## config.mk

```make
export PLATFORM = sky130hd
export DESIGN_NAME = fetch_frontend_top
export DESIGN_NICKNAME = d
export VERILOG_FILES = /design/src/hdl/rv_isa_pkg.sv /design/src/hdl/fetch_pkg.sv /design/src/hdl/ibus_fetcher.sv /design/src/hdl/instr_aligner.sv /design/src/hdl/comp_decoder.sv /design/src/hdl/instr_out_reg.sv /design/src/hdl/fetch_frontend_top.sv
export SDC_FILE = /design/constraint.sdc
export NUM_CORES = 1
export LEC_CHECK = 0
export BUFFER_PORTS_ARGS = -buffer_cell sky130_fd_sc_hd__buf_4
export CAP_MARGIN = 20
export CORE_MARGIN = 3
export CORE_UTILIZATION = 45
export CTS_CLUSTER_DIAMETER = 120
export DETAILED_ROUTE_END_ITERATION = 8
export GPL_TIMING_DRIVEN = 1
export PLACE_DENSITY = 0.76
export RECOVER_POWER = 25
export SLEW_MARGIN = 20
export SYNTH_ARGS = -nofsm -noshare
export SYNTH_HDL_FRONTEND = slang
export SYNTH_HIERARCHICAL = 1
export SYNTH_SLANG_ARGS = --single-unit
```

## constraint.sdc

```tcl
create_clock -name i_clk -period 6.1 [get_ports i_clk]
set_input_delay 0.915 -clock i_clk [delete_from_list [all_inputs] [get_ports i_clk]]
set_output_delay 0.915 -clock i_clk [all_outputs]
set_load 0.005 [all_outputs]
```

## src/hdl/rv_isa_pkg.sv

```systemverilog
//////////////////////////////////////////////////////////////////////
// rv32 instruction word and parcel types
// major opcode constants used when expanding compressed forms
//////////////////////////////////////////////////////////////////////
package rv_isa_pkg;

  // one full rv32 instruction
  typedef logic [31:0] instr_t;

  // one 16-bit parcel, the unit of rvc alignment
  typedef logic [15:0] half_t;

  // major opcode field, bits 6:0 of a 32-bit instruction
  typedef logic [6:0] opcode_t;

  // base opcodes produced by the expander
  localparam opcode_t OPCODE_LOAD   = 7'h03;
  localparam opcode_t OPCODE_OP_IMM = 7'h13;
  localparam opcode_t OPCODE_STORE  = 7'h23;
  localparam opcode_t OPCODE_OP     = 7'h33;
  localparam opcode_t OPCODE_LUI    = 7'h37;
  localparam opcode_t OPCODE_BRANCH = 7'h63;
  localparam opcode_t OPCODE_JALR   = 7'h67;
  localparam opcode_t OPCODE_JAL    = 7'h6f;

  // system opcode with funct12 = 1
  localparam instr_t INSTR_EBREAK = 32'h0010_0073;

endpackage

```

## src/hdl/fetch_pkg.sv

```systemverilog
//////////////////////////////////////////////////////////////////////
// fetch side address and bus word types
// state encoding of the instruction bus read master
//////////////////////////////////////////////////////////////////////
package fetch_pkg;

  // byte address, instruction or bus
  typedef logic [31:0] addr_t;

  // data word returned by the instruction bus
  typedef logic [31:0] word_t;

  // IDLE    no bus cycle open
  // REQ     cycle open, response will be kept
  // DISCARD cycle open, response belongs to a stream dropped by a redirect
  typedef enum logic [1:0] {
    IDLE,
    REQ,
    DISCARD
  } fetch_state_e;

endpackage

```

## src/hdl/ibus_fetcher.sv

```systemverilog
//////////////////////////////////////////////////////////////////////
// instruction bus read master with a one-word response buffer
// sequential word reads, stale responses dropped after a redirect
//////////////////////////////////////////////////////////////////////
`timescale 1ns/1ps

module ibus_fetcher #(
  parameter fetch_pkg::addr_t RESET_PC = 32'h0000_0000
) (
  input  logic             i_clk,
  input  logic             i_arst_n,
  input  logic             i_redirect,
  input  fetch_pkg::addr_t i_redirect_pc,
  output fetch_pkg::addr_t o_ibus_adr,
  output logic             o_ibus_cyc,
  input  fetch_pkg::word_t i_ibus_rdt,
  input  logic             i_ibus_ack,
  output logic             o_word_valid,
  output fetch_pkg::word_t o_word_data,
  output fetch_pkg::addr_t o_word_adr,
  input  logic             i_word_take
);
  import fetch_pkg::*;

  fetch_state_e state;
  // word address of the next sequential read
  addr_t        next_adr;
  // address held on the bus while a cycle is open
  addr_t        bus_adr;
  // response buffer towards the aligner
  logic         buf_valid;
  word_t        buf_data;
  addr_t        buf_adr;

  addr_t        redirect_adr;
  logic         start_req;
  logic         accept;

  // redirect target rounded down to its word
  assign redirect_adr = {i_redirect_pc[31:2], 2'b00};

  // open a cycle once the buffer is free or drains this edge
  assign start_req = (state == IDLE) && (i_redirect || !buf_valid || i_word_take);

  // ack of the live stream, a redirect in the same cycle kills it
  assign accept = (state == REQ) && i_ibus_ack && !i_redirect;

  always_ff @(posedge i_clk or negedge i_arst_n) begin
    if (!i_arst_n) begin
      state <= IDLE;
    end else begin
      case (state)
        IDLE: begin
          if (start_req) begin
            state <= REQ;
          end
        end
        REQ: begin
          // cycle must run to its ack, even when redirected
          if (i_ibus_ack) begin
            state <= IDLE;
          end else if (i_redirect) begin
            state <= DISCARD;
          end
        end
        DISCARD: begin
          if (i_ibus_ack) begin
            state <= IDLE;
          end
        end
        default: state <= IDLE;
      endcase
    end
  end

  always_ff @(posedge i_clk or negedge i_arst_n) begin
    if (!i_arst_n) begin
      next_adr  <= {RESET_PC[31:2], 2'b00};
      buf_valid <= 1'b0;
    end else begin
      if (i_redirect) begin
        next_adr <= redirect_adr;
      end else if (accept) begin
        next_adr <= bus_adr + 32'd4;
      end
      // redirect empties the buffer on the same edge
      if (i_redirect) begin
        buf_valid <= 1'b0;
      end else if (accept) begin
        buf_valid <= 1'b1;
      end else if (i_word_take) begin
        buf_valid <= 1'b0;
      end
    end
  end

  always_ff @(posedge i_clk) begin
    // bus address latched when the cycle opens, frozen until the ack
    if (start_req) begin
      bus_adr <= i_redirect ? redirect_adr : next_adr;
    end
    if (accept) begin
      buf_data <= i_ibus_rdt;
      buf_adr  <= bus_adr;
    end
  end

  assign o_ibus_cyc   = (state == REQ) || (state == DISCARD);
  assign o_ibus_adr   = bus_adr;
  assign o_word_valid = buf_valid;
  assign o_word_data  = buf_data;
  assign o_word_adr   = buf_adr;

endmodule

```

## src/hdl/instr_aligner.sv

```systemverilog
//////////////////////////////////////////////////////////////////////
// halfword aligner between fetched words and whole instructions
// keeps one leftover parcel and the pc of the next instruction
//////////////////////////////////////////////////////////////////////
`timescale 1ns/1ps

module instr_aligner #(
  parameter int unsigned      COMPRESSED = 1,
  parameter fetch_pkg::addr_t RESET_PC   = 32'h0000_0000
) (
  input  logic               i_clk,
  input  logic               i_arst_n,
  input  logic               i_redirect,
  input  fetch_pkg::addr_t   i_redirect_pc,
  input  logic               i_word_valid,
  input  fetch_pkg::word_t   i_word_data,
  input  fetch_pkg::addr_t   i_word_adr,
  output logic               o_word_take,
  output rv_isa_pkg::instr_t o_raw_instr,
  input  logic               i_is_comp,
  output logic               o_valid,
  output fetch_pkg::addr_t   o_pc,
  input  logic               i_ready
);
  import rv_isa_pkg::*;
  import fetch_pkg::*;

  addr_t pc;
  // upper half of the last taken word, not yet consumed
  logic  lo_valid;
  half_t lo_half;

  half_t parcel;
  logic  is16;
  logic  odd_start;
  logic  fire;
  addr_t pc_step;

  // first word after a redirect to an odd halfword, lower half is skipped
  assign odd_start = (COMPRESSED != 0) && pc[1] && !lo_valid;

  // parcel at the current pc
  assign parcel = lo_valid ? lo_half : i_word_data[15:0];
  assign is16   = (COMPRESSED != 0) && (parcel[1:0] != 2'b11);

  // without a leftover the pc lives in the buffered word
  assign o_pc = lo_valid ? pc : {i_word_adr[31:2], pc[1:0]};

  always_comb begin
    if (is16) begin
      o_raw_instr = {16'h0000, parcel};
    end else if (lo_valid) begin
      // straddling instruction, upper half from the next word
      o_raw_instr = {i_word_data[15:0], lo_half};
    end else begin
      o_raw_instr = i_word_data;
    end
  end

  always_comb begin
    if (lo_valid && is16) begin
      // leftover is a whole instruction, no word needed
      o_valid     = 1'b1;
      o_word_take = 1'b0;
    end else if (odd_start) begin
      // swallow the word and keep only its upper half
      o_valid     = 1'b0;
      o_word_take = i_word_valid;
    end else begin
      o_valid     = i_word_valid;
      o_word_take = i_word_valid && i_ready;
    end
  end

  assign fire = o_valid && i_ready;

  // reserved c0 forms come back with the flag low yet still take a halfword
  assign pc_step = (is16 || i_is_comp) ? 32'd2 : 32'd4;

  always_ff @(posedge i_clk or negedge i_arst_n) begin
    if (!i_arst_n) begin
      pc       <= RESET_PC;
      lo_valid <= 1'b0;
    end else if (i_redirect) begin
      pc       <= i_redirect_pc;
      lo_valid <= 1'b0;
    end else if (odd_start && i_word_valid) begin
      pc       <= o_pc;
      lo_valid <= 1'b1;
    end else if (fire) begin
      pc       <= o_pc + pc_step;
      // a 16-bit parcel flips the leftover, a 32-bit one keeps it
      lo_valid <= lo_valid ^ is16;
    end
  end

  always_ff @(posedge i_clk) begin
    if (o_word_take) begin
      lo_half <= i_word_data[31:16];
    end
  end

endmodule

```

## src/hdl/comp_decoder.sv

```systemverilog
//////////////////////////////////////////////////////////////////////
// combinational rvc expander of quadrants c0 to c2 into rv32
// 32-bit and reserved encodings pass through with the flag low
//////////////////////////////////////////////////////////////////////
`timescale 1ns/1ps

module comp_decoder #(
  parameter int unsigned COMPRESSED = 1
) (
  input  rv_isa_pkg::instr_t i_instr,
  output rv_isa_pkg::instr_t o_instr,
  output logic               o_iscomp
);
  import rv_isa_pkg::*;

  generate
    if (COMPRESSED != 0) begin : g_rvc
      half_t  c;
      instr_t comp_instr;
      // instruction left as it came in
      logic   raw;

      assign c = i_instr[15:0];

      always_comb begin
        comp_instr = i_instr;
        raw        = 1'b0;
        case (c[1:0])
          //////////////////////////////////////////////////////////////////////
          // quadrant c0 with register fields in x8..x15
          //////////////////////////////////////////////////////////////////////
          2'b00: begin
            case (c[15:14])
              // c.addi4spn -> addi rd', x2, nzuimm
              2'b00: comp_instr = {2'b00, c[10:7], c[12:11], c[5], c[6], 2'b00,
                                   5'h02, 3'b000, 2'b01, c[4:2], OPCODE_OP_IMM};
              // c.lw -> lw rd', uimm(rs1')
              2'b01: comp_instr = {5'b0, c[5], c[12:10], c[6], 2'b00, 2'b01, c[9:7],
                                   3'b010, 2'b01, c[4:2], OPCODE_LOAD};
              // c.sw -> sw rs2', uimm(rs1')
              2'b11: comp_instr = {5'b0, c[5], c[12], 2'b01, c[4:2], 2'b01, c[9:7],
                                   3'b010, c[11:10], c[6], 2'b00, OPCODE_STORE};
              // reserved encoding forwarded raw
              default: raw = 1'b1;
            endcase
          end

          //////////////////////////////////////////////////////////////////////
          // quadrant c1
          //////////////////////////////////////////////////////////////////////
          2'b01: begin
            case (c[15:13])
              // c.addi / c.nop -> addi rd, rd, imm
              3'b000: comp_instr = {{6{c[12]}}, c[12], c[6:2], c[11:7], 3'b000,
                                    c[11:7], OPCODE_OP_IMM};
              // c.jal links to x1 and c.j to x0
              // rd bit 0 is the inverse of bit 15
              3'b001, 3'b101: comp_instr = {c[12], c[8], c[10:9], c[6], c[7], c[2], c[11],
                                            c[5:3], {9{c[12]}}, 4'b0000, ~c[15],
                                            OPCODE_JAL};
              // c.li -> addi rd, x0, imm
              3'b010: comp_instr = {{6{c[12]}}, c[12], c[6:2], 5'b0, 3'b000, c[11:7],
                                    OPCODE_OP_IMM};
              3'b011: begin
                if (c[11:7] == 5'h02) begin
                  // c.addi16sp -> addi x2, x2, nzimm
                  comp_instr = {{3{c[12]}}, c[4:3], c[5], c[2], c[6], 4'b0000, 5'h02,
                                3'b000, 5'h02, OPCODE_OP_IMM};
                end else begin
                  // c.lui -> lui rd, nzimm
                  comp_instr = {{15{c[12]}}, c[6:2], c[11:7], OPCODE_LUI};
                end
              end
              3'b100: begin
                case (c[11:10])
                  // c.srli / c.srai where bit 10 selects the arithmetic shift
                  2'b00, 2'b01: comp_instr = {1'b0, c[10], 5'b0, c[6:2], 2'b01, c[9:7],
                                              3'b101, 2'b01, c[9:7], OPCODE_OP_IMM};
                  // c.andi -> andi rd', rd', imm
                  2'b10: comp_instr = {{6{c[12]}}, c[12], c[6:2], 2'b01, c[9:7], 3'b111,
                                       2'b01, c[9:7], OPCODE_OP_IMM};
                  2'b11: begin
                    // register-register ops on rd' and rs2'
                    case (c[6:5])
                      // c.sub with funct7 0100000
                      2'b00: comp_instr = {2'b01, 5'b0, 2'b01, c[4:2], 2'b01, c[9:7],
                                           3'b000, 2'b01, c[9:7], OPCODE_OP};
                      // c.xor
                      2'b01: comp_instr = {7'b0, 2'b01, c[4:2], 2'b01, c[9:7], 3'b100,
                                           2'b01, c[9:7], OPCODE_OP};
                      // c.or
                      2'b10: comp_instr = {7'b0, 2'b01, c[4:2], 2'b01, c[9:7], 3'b110,
                                           2'b01, c[9:7], OPCODE_OP};
                      // c.and
                      default: comp_instr = {7'b0, 2'b01, c[4:2], 2'b01, c[9:7], 3'b111,
                                             2'b01, c[9:7], OPCODE_OP};
                    endcase
                  end
                endcase
              end
              // c.beqz / c.bnez where bit 13 picks funct3 bit 0
              default: comp_instr = {{4{c[12]}}, c[6:5], c[2], 5'b0, 2'b01, c[9:7], 2'b00,
                                     c[13], c[11:10], c[4:3], c[12], OPCODE_BRANCH};
            endcase
          end

          //////////////////////////////////////////////////////////////////////
          // quadrant c2 with full register fields
          //////////////////////////////////////////////////////////////////////
          2'b10: begin
            case (c[15:14])
              // c.slli -> slli rd, rd, shamt
              2'b00: comp_instr = {7'b0, c[6:2], c[11:7], 3'b001, c[11:7], OPCODE_OP_IMM};
              // c.lwsp -> lw rd, uimm(x2)
              2'b01: comp_instr = {4'b0000, c[3:2], c[12], c[6:4], 2'b00, 5'h02, 3'b010,
                                   c[11:7], OPCODE_LOAD};
              2'b10: begin
                if (!c[12]) begin
                  if (c[6:2] != 5'b0) begin
                    // c.mv -> add rd, x0, rs2
                    comp_instr = {7'b0, c[6:2], 5'b0, 3'b000, c[11:7], OPCODE_OP};
                  end else begin
                    // c.jr -> jalr x0, 0(rs1)
                    comp_instr = {12'b0, c[11:7], 3'b000, 5'b0, OPCODE_JALR};
                  end
                end else if (c[6:2] != 5'b0) begin
                  // c.add -> add rd, rd, rs2
                  comp_instr = {7'b0, c[6:2], c[11:7], 3'b000, c[11:7], OPCODE_OP};
                end else if (c[11:7] == 5'b0) begin
                  comp_instr = INSTR_EBREAK;
                end else begin
                  // c.jalr -> jalr x1, 0(rs1)
                  comp_instr = {12'b0, c[11:7], 3'b000, 5'b00001, OPCODE_JALR};
                end
              end
              // c.swsp -> sw rs2, uimm(x2)
              default: comp_instr = {4'b0000, c[8:7], c[12], c[6:2], 5'h02, 3'b010,
                                     c[11:9], 2'b00, OPCODE_STORE};
            endcase
          end

          // already a 32-bit instruction
          default: raw = 1'b1;
        endcase
      end

      assign o_instr  = comp_instr;
      assign o_iscomp = !raw;
    end else begin : g_rv32
      // rv32 only so nothing is expanded
      assign o_instr  = i_instr;
      assign o_iscomp = 1'b0;
    end
  endgenerate

endmodule

```

## src/hdl/instr_out_reg.sv

```systemverilog
//////////////////////////////////////////////////////////////////////
// one-entry valid/ready holding register on the consumer side
//////////////////////////////////////////////////////////////////////
`timescale 1ns/1ps

module instr_out_reg (
  input  logic               i_clk,
  input  logic               i_arst_n,
  input  logic               i_redirect,
  input  logic               i_valid,
  output logic               o_ready,
  input  rv_isa_pkg::instr_t i_instr,
  input  fetch_pkg::addr_t   i_pc,
  input  logic               i_iscomp,
  output logic               o_valid,
  input  logic               i_ready,
  output rv_isa_pkg::instr_t o_instr,
  output fetch_pkg::addr_t   o_pc,
  output logic               o_iscomp
);

  logic load;

  // free when empty, or when the consumer drains it on this edge
  assign o_ready = !o_valid || i_ready;
  assign load    = i_valid && o_ready;

  always_ff @(posedge i_clk or negedge i_arst_n) begin
    if (!i_arst_n) begin
      o_valid <= 1'b0;
    end else if (i_redirect) begin
      // anything not yet transferred is dropped
      o_valid <= 1'b0;
    end else if (o_ready) begin
      o_valid <= i_valid;
    end
  end

  // outputs hold while valid and not ready
  always_ff @(posedge i_clk) begin
    if (load) begin
      o_instr  <= i_instr;
      o_pc     <= i_pc;
      o_iscomp <= i_iscomp;
    end
  end

endmodule

```

## src/hdl/fetch_frontend_top.sv

```systemverilog
//////////////////////////////////////////////////////////////////////
// fetch front end top, bus master to aligner to expander to output
//////////////////////////////////////////////////////////////////////
`timescale 1ns/1ps

module fetch_frontend_top #(
  parameter int unsigned      COMPRESSED = 1,
  parameter fetch_pkg::addr_t RESET_PC   = 32'h0000_0000
) (
  input  logic               i_clk,
  input  logic               i_arst_n,
  // instruction bus
  output fetch_pkg::addr_t   o_ibus_adr,
  output logic               o_ibus_cyc,
  input  fetch_pkg::word_t   i_ibus_rdt,
  input  logic               i_ibus_ack,
  // restart fetch at a halfword address
  input  logic               i_redirect,
  input  fetch_pkg::addr_t   i_redirect_pc,
  // instruction stream to the consumer
  output logic               o_valid,
  input  logic               i_ready,
  output rv_isa_pkg::instr_t o_instr,
  output fetch_pkg::addr_t   o_pc,
  output logic               o_iscomp
);
  import rv_isa_pkg::*;
  import fetch_pkg::*;

  // fetcher to aligner
  logic   word_valid;
  word_t  word_data;
  addr_t  word_adr;
  logic   word_take;
  // aligner and expander
  instr_t raw_instr;
  instr_t exp_instr;
  logic   is_comp;
  // aligner to output register
  logic   al_valid;
  addr_t  al_pc;
  logic   al_ready;

  ibus_fetcher #(
    .RESET_PC (RESET_PC)
  ) u_fetcher (
    .i_clk         (i_clk),
    .i_arst_n      (i_arst_n),
    .i_redirect    (i_redirect),
    .i_redirect_pc (i_redirect_pc),
    .o_ibus_adr    (o_ibus_adr),
    .o_ibus_cyc    (o_ibus_cyc),
    .i_ibus_rdt    (i_ibus_rdt),
    .i_ibus_ack    (i_ibus_ack),
    .o_word_valid  (word_valid),
    .o_word_data   (word_data),
    .o_word_adr    (word_adr),
    .i_word_take   (word_take)
  );

  instr_aligner #(
    .COMPRESSED (COMPRESSED),
    .RESET_PC   (RESET_PC)
  ) u_aligner (
    .i_clk         (i_clk),
    .i_arst_n      (i_arst_n),
    .i_redirect    (i_redirect),
    .i_redirect_pc (i_redirect_pc),
    .i_word_valid  (word_valid),
    .i_word_data   (word_data),
    .i_word_adr    (word_adr),
    .o_word_take   (word_take),
    .o_raw_instr   (raw_instr),
    .i_is_comp     (is_comp),
    .o_valid       (al_valid),
    .o_pc          (al_pc),
    .i_ready       (al_ready)
  );

  comp_decoder #(
    .COMPRESSED (COMPRESSED)
  ) u_decoder (
    .i_instr  (raw_instr),
    .o_instr  (exp_instr),
    .o_iscomp (is_comp)
  );

  instr_out_reg u_out_reg (
    .i_clk      (i_clk),
    .i_arst_n   (i_arst_n),
    .i_redirect (i_redirect),
    .i_valid    (al_valid),
    .o_ready    (al_ready),
    .i_instr    (exp_instr),
    .i_pc       (al_pc),
    .i_iscomp   (is_comp),
    .o_valid    (o_valid),
    .i_ready    (i_ready),
    .o_instr    (o_instr),
    .o_pc       (o_pc),
    .o_iscomp   (o_iscomp)
  );

endmodule

```

==> results.md, run 1 <==
* Status: finished with violations
* Failing checks: max-capacitance violations, max-slew violations
* Drt first pass iters at 5
* Critical path peak fanout at 64
* Grt ovf at 0
* Final setup viols at 0
* Core Region at ~28000 sq um
* Root Driver: clkbuf_16
* Most common cell after layout, fill and taps aside: edfxtp_1
* Clk_lat worst skew at 0.54 ns
* Worst Skew at 0.0149 ns
* Layout net count at between 1000 and 1500
* Ports at 168
* Port Buffers at 167
* DPL Wire Length at 24.7 mm
* Cells after synthesis at between 1000 and 1500
* Initial antenna violation count at 0
* Element type at the critical path start: input port
* Final WL at between 30 and 40 mm
* Fillers at roughly 2400
* DR vias at approximately 10000
* Dpl cells at ~1600
* Worst path buffer plus inverter count at 5
* Cell Rows at 61
* Final setup TNS at 0 ns
* Slew margin rel. at -0.786
* Die Wd at ~180 um
* Post-CTS Setup Bufs at 0
* Minimum clock period at a little under 5 ns
* DP Area at about 14000 sq um
* Global-route wire length before repair at between 50 and 60 mm
* Max_cap viols at 1
* ANT nets after route at 0
* Pre-CTS setup slack at approximately 1.8 ns
* PwrDens at around 450 nW/um^2
* Leak pwr at roughly 5.8 nW
* Critical Path RT at about 6.4 ns
* CP max-delay cell: clkbuf_1
* FF/Latch Area at 6990 sq um
* Hold crit path type: reg2reg
* Yosys warns at 6
* Delay-heaviest family, CP: buffers and inverters
* DRC errors left at 0
* VDD IR max at ~0.25 mV
* Slew @ Worst Pin at between 2 and 3 ns
* Non-Filler Instances at approximately 1700
* Post-layout instance area at 15200 sq um
* Final hold vios at 0
* Clock transition at the registers of the reported paths at about 0.060 ns
* Worst path cell trace: clkbuf_1 -> clkinv_1 -> nand2_1 -> buf_4 -> inv_2 -> buf_4
* Syn Area/Cell at ~11 sq um
* Die area at approximately 31000 sq um
* Arrival time worst endpoint at around 5.1 ns
* Ratio of cells with drive above 1 in the final layout at 0.235
* Largest net degree at the start of global routing at 73
* DR vias/cell at roughly 6.0
* Routability cong. at approximately 1
* RSZ-0062 raised after global routing: false
* Chip Height at roughly 180 um
* Number of global-route vias before repair at between 9000 and 10000
* Clk sinks at roughly 240
* DRT iter0 DRCs at 1043
* Worst setup margin at about 1.3 ns
* WL per Instance at approximately 21 um
* Most used cell, CP: buf_4
* Total CTS buffers at 27
* Pins Over Slew Limit at 65
* Area delta synth->final at 18.0%
* Mapped Area at approximately 13000 sq um
* CP peak stage delay at ~1.9 ns
* Most frequent cells in the layout: edfxtp_1 (175), buf_4 (146), nand2_1 (119)
* Initial Util at 0.460
* GRT Total Usage at 0.222
* CTS tree: done
* Type of the worst setup path: in2reg
* Max Freq at roughly 210 MHz
* R2r setup slk at around 1.7 ns
* Area of the multi-input gates at around 5300 sq um
* Cts repair resizes at 0
* Maximum clock insertion buffer count at 3
* N_diodes at 0
* H-tree levels at 1
* Final critical-path share of the clock period at 0.789
* Hold Buf Count CTS at 0
* Mapped Nets at about 1200
* Critical Path End Type: flop
-- metal layers --
metal	global-route usage	routed length, um
met3	0.0296	2890
met5	0	0
met4	0.0675	1020
met2	0.360	16700
met1	0.313	14700
-- through the flow --
stage	total power, mW	utilization	hold slack, ns
6_report	6.90	0.543	0.452
5_1_grt	7.25	0.543	0.455
4_1_cts	6.90	0.544	0.448
3_5_place_dp	5.27	0.512	0.435
3_3_place_gp	5.23	0.512	0.432
2_1_floorplan	4.31	-	0.426
-- flip-flops by register name, indices dropped and copies added (netlist names) --
signal	count
u_fetcher/o_word_data	32
u_aligner/lo_half	16
u_fetcher/o_word_valid	1
u_fetcher/o_word_adr	30
u_out_reg/o_valid	1
u_fetcher/state	2
u_fetcher/next_adr	32
u_out_reg/o_iscomp	1
u_out_reg/o_pc	32
u_fetcher/o_ibus_adr	32
u_out_reg/o_instr	32
u_aligner/pc	32
u_aligner/lo_valid	1
-- final timing paths --
kind	start	endpoint	cells after the start
worst max-delay path	i_redirect	u_fetcher/o_word_data[11]	6
worst min-delay path	u_fetcher/o_word_data[24]	u_aligner/lo_half[8]	0
worst max register to register	u_aligner/lo_valid	u_aligner/pc[21]	12
worst min register to register	u_fetcher/o_word_data[24]	u_aligner/lo_half[8]	0
max in group asynchronous	i_arst_n	u_aligner/lo_valid	1
min in group asynchronous	i_arst_n	u_aligner/pc[20]	1
-- worst register-to-register path: stages, from the launching register on --
cell and delay, ns:
dfrtp_4 0.74, mux2_2 0.65, nor2b_1 0.54, a21oi_1 0.16
or2_2 0.36, inv_1 0.11, fa_1 0.20, inv_1 0.08
a211oi_2 0.60, and4_4 0.37, nand2_1 0.08, xnor2_1 0.12
a221o_1 0.31
-- final cells by class --
cell class | count | area share
inverters | 62 | 0.0153
multi-input cells | 777 | 0.350
well taps | 378 | 0.0311
flip-flops and latches | 244 | 0.459
clock inverters | 14 | 0.0104
repair buffers | 179 | 0.0873
clock buffers | 36 | 0.0473
-- power by group --
group / switching [mW] / internal [mW]
clock: 0.655 / 0.958
combinational: 1.46 / 1.02
sequential: 0.379 / 2.42
total: 2.50 / 4.40
Power figures use the tool's default switching activity.
==> run 2, diff against run 1 <==
--- a/config.mk
+++ b/config.mk
@@ -5,6 +5,7 @@
 export SDC_FILE = /design/constraint.sdc
 export NUM_CORES = 1
 export LEC_CHECK = 0
+export ABC_AREA = 1
 export BUFFER_PORTS_ARGS = -buffer_cell sky130_fd_sc_hd__buf_4
 export CAP_MARGIN = 20
 export CORE_MARGIN = 3
@@ -12,7 +13,7 @@
 export CTS_CLUSTER_DIAMETER = 120
 export DETAILED_ROUTE_END_ITERATION = 8
 export GPL_TIMING_DRIVEN = 1
-export PLACE_DENSITY = 0.76
+export PLACE_DENSITY = 0.75
 export RECOVER_POWER = 25
 export SLEW_MARGIN = 20
 export SYNTH_ARGS = -nofsm -noshare
==> constraint.sdc (replaced) <==
create_clock -name i_clk -period 4.7 [get_ports i_clk]
set_input_delay 0.705 -clock i_clk [delete_from_list [all_inputs] [get_ports i_clk]]
set_output_delay 0.705 -clock i_clk [all_outputs]
set_load 0.005 [all_outputs]
==> run 2 against run 1 <==
  * The flow still finishes with violations (max-capacitance violations, max-slew violations)
  * Sequential share of layout area is 1.7 points lower
  * Final area is 3.8% higher
  * Clock-buffer cell count is 4 lower
  * Largest cell class unchanged
  * Global-route usage is 3.7 points higher
  * Critical path depth is 12 higher
  * Core utilization is 0.098 points higher
  * Die area is 3.4% higher
==> results.md, run 2 <==
* Element type at the critical path start: flop (was input port)
* Clk_lat worst skew at 0.54 ns (about the same)
* Area delta synth->final at 18.3% (was 18.0%)
* Power Total at 10.6 mW (was 6.90 mW)
* Non-Filler Instances at 2165 (was 1690)
* Yosys warns at 6 (unchanged)
* Max Freq at between 200 and 300 MHz
* Mapped Nets at 1692 (was 1240)
* Slew @ Worst Pin at 2.67 ns (was 2.68 ns)
* Most common cell after layout, fill and taps aside: nand2_1 (was edfxtp_1)
* Cells after synthesis at 1611 (was 1159)
* Status: finished with violations (unchanged)
* N_diodes at 0 (unchanged)
* Number of global-route vias before repair at 11400 (was 9557)
* Worst Skew at 0.0172 ns (was 0.0149 ns)
* Max_cap viols at 2 (was 1)
* DR vias at 11900 (was 10100)
* DRC errors left at 0 (unchanged)
* Most frequent cells in the layout: nand2_1 (607), edfxtp_1 (175), nor2_1 (167) (was edfxtp_1 (175), buf_4 (146), nand2_1 (119))
* Final critical-path share of the clock period at 0.773
* Met3 Wirelength at 3.73 mm (was 2.89 mm)
* Total CTS buffers at 27 (unchanged)
* DPL Wire Length at 30.3 mm (was 24.7 mm)
* DRT iter0 DRCs at 1261 (was 1043)
* Core Region at 29000 sq um (was 28000 sq um)
* WL per Instance at 19.2 um (was 20.9 um)
* Minimum clock period at 3.63 ns
* Worst path cell trace: buf_4 -> nand2_1 -> nand2_1 -> nand2_2 -> nor2_4 -> nor2_1 -> nor2_1 -> inv_1 -> ha_1 -> fa_1 -> nand2_1 -> nor2_4 -> nand2_1 -> nor2_2 -> nand3_1 -> nand3_1 -> o211ai_1 -> nand2_1 (was clkbuf_1 -> clkinv_1 -> nand2_1 -> buf_4 -> inv_2 -> buf_4)
* Global-route wire length before repair at 63.9 mm (was 54.3 mm)
* Ratio of cells with drive above 1 in the final layout at 0.182 (was 0.235)
* Grt ovf at 0 (unchanged)
* Root Driver: clkbuf_16 (unchanged)
* VDD IR max at 0.584 mV (was 0.254 mV)
* Port Buffers at 167 (unchanged)
* Critical Path RT at 5.11 ns (was 6.36 ns)
* Failing checks: max-capacitance violations, max-slew violations (unchanged)
* Final WL at 41.5 mm (was 35.3 mm)
* Dpl cells at 2116 (was 1640)
* Die area at 31800 sq um (was 30700 sq um)
* Cts repair resizes at 0 (unchanged)
* Mapped Area at 13400 sq um (was 12900 sq um)
* Worst path buffer plus inverter count at 2 (was 5)
* Routability cong. at 1.05 (was 0.988)
* Chip Height at 178 um (was 175 um)
* PwrDens at 670 nW/um^2 (was 453 nW/um^2)
* Layout net count at 1842 (was 1372)
* Die Wd at 178 um (was 175 um)
* Final setup viols at 0 (unchanged)
* Wire length on met1 at 16.5 mm (was 14.7 mm)
* Hold crit path type: in2reg (was reg2reg)
* GRT Total Usage at 0.259 (was 0.222)
* Slew margin rel. at -0.782 (was -0.786)
* Critical path peak fanout at 45 (was 64)
* Largest net degree at the start of global routing at 84 (was 73)
* Drt first pass iters at 6 (was 5)
* Maximum clock insertion buffer count at 3 (unchanged)
* Syn Area/Cell at 8.29 sq um (was 11.1 sq um)
* Type of the worst setup path: reg2reg (was in2reg)
* RSZ-0062 raised after global routing: false (unchanged)
* Initial antenna violation count at 1 (was 0)
* Critical Path End Type: flop (unchanged)
* Fillers at 2710 (was 2378)
* Hold Buf Count CTS at 0 (unchanged)
* Most used cell, CP: nand2_1 (was buf_4)
* Initial Util at 0.460 (about the same)
* Final setup TNS at 0 ns (unchanged)
* ANT nets after route at 0 (unchanged)
* CP peak stage delay at 0.63 ns (was 1.87 ns)
* Delay-heaviest family, CP: simple AND/OR/NAND/NOR gates (was buffers and inverters)
* H-tree levels at 1 (unchanged)
* CTS tree: done (unchanged)
* Pins Over Slew Limit at 124 (was 65)
* Final hold vios at 0 (unchanged)
* Post-CTS Setup Bufs at 0 (unchanged)
* Cell Rows at 62 (was 61)
* Clock transition at the registers of the reported paths at 0.06 ns (about the same)
* Highest Signal Layer: met5 (was met4)
* DR vias/cell at 5.51 (was 5.96)
* Arrival time worst endpoint at 4.05 ns (was 5.08 ns)
* CP max-delay cell: dfrtp_2 (was clkbuf_1)
* Clk sinks at 244 (unchanged)
* Ports at 168 (unchanged)
* Leak pwr at 6.88 nW (was 5.78 nW)
* WL met2 at 19.4 mm (was 16.7 mm)
[run 2: where the power goes]
group / leakage, nW / total [mW] / switching, mW / internal [mW]
sequential: 2.49 / 3.95 / 0.558 / 3.39
clock: 0.441 / 2.15 / 0.877 / 1.27
combinational: 3.95 / 4.49 / 3.00 / 1.49
total: 6.88 / 10.6 / 4.43 / 6.15
[run 2: per-layer routing]
layer	vias up	track usage
met2	675	0.422
met1	5538	0.347
li1	5590	-
met5	-	0
met4	2	0.106
met3	115	0.0402
[run 2: final timing paths]
check / start / cells after the start / slack (ns) / end
setup / recovery: u_aligner/lo_valid / 18 / 1.07 / u_aligner/pc[15]
hold reg to reg: u_fetcher/o_word_data[19] / 0 / 0.45 / u_aligner/lo_half[3]
setup reg to reg: u_aligner/lo_valid / 18 / 1.07 / u_aligner/pc[15]
min in group asynchronous: i_arst_n / 1 / 0.71 / u_aligner/pc[0]
hold / removal: i_ibus_rdt[11] / 1 / 0.36 / u_fetcher/o_word_data[11]
max in group asynchronous: i_arst_n / 1 / 2.68 / u_aligner/lo_valid
[run 2: metrics by stage]
| stage | worst slack [ns] | hold WS [ns] | area (sq um) | utilization |
|---|---|---|---|---|
| 2_1_floorplan | 0.686 | 0.409 | 13400 | - |
| 3_3_place_gp | 1.31 | 0.433 | 14900 | 0.513 |
| 3_5_place_dp | 1.14 | 0.440 | 14900 | 0.513 |
| 4_1_cts | 1.14 | 0.326 | 15800 | 0.545 |
| 5_1_grt | 0.756 | 0.342 | 15800 | 0.544 |
| 6_report | 1.07 | 0.357 | 15800 | 0.544 |
[run 2: layout make-up]
cell class                 instances  area, sq um  share of cell area
tap                              384          480              0.0304
clock inverter                    17          180              0.0114
multi-input combinational       1189         5630               0.357
timing repair buffer             180         1350              0.0852
sequential                       244         6980               0.442
clock buffer                      32          724              0.0459
inverter                         119          447              0.0283
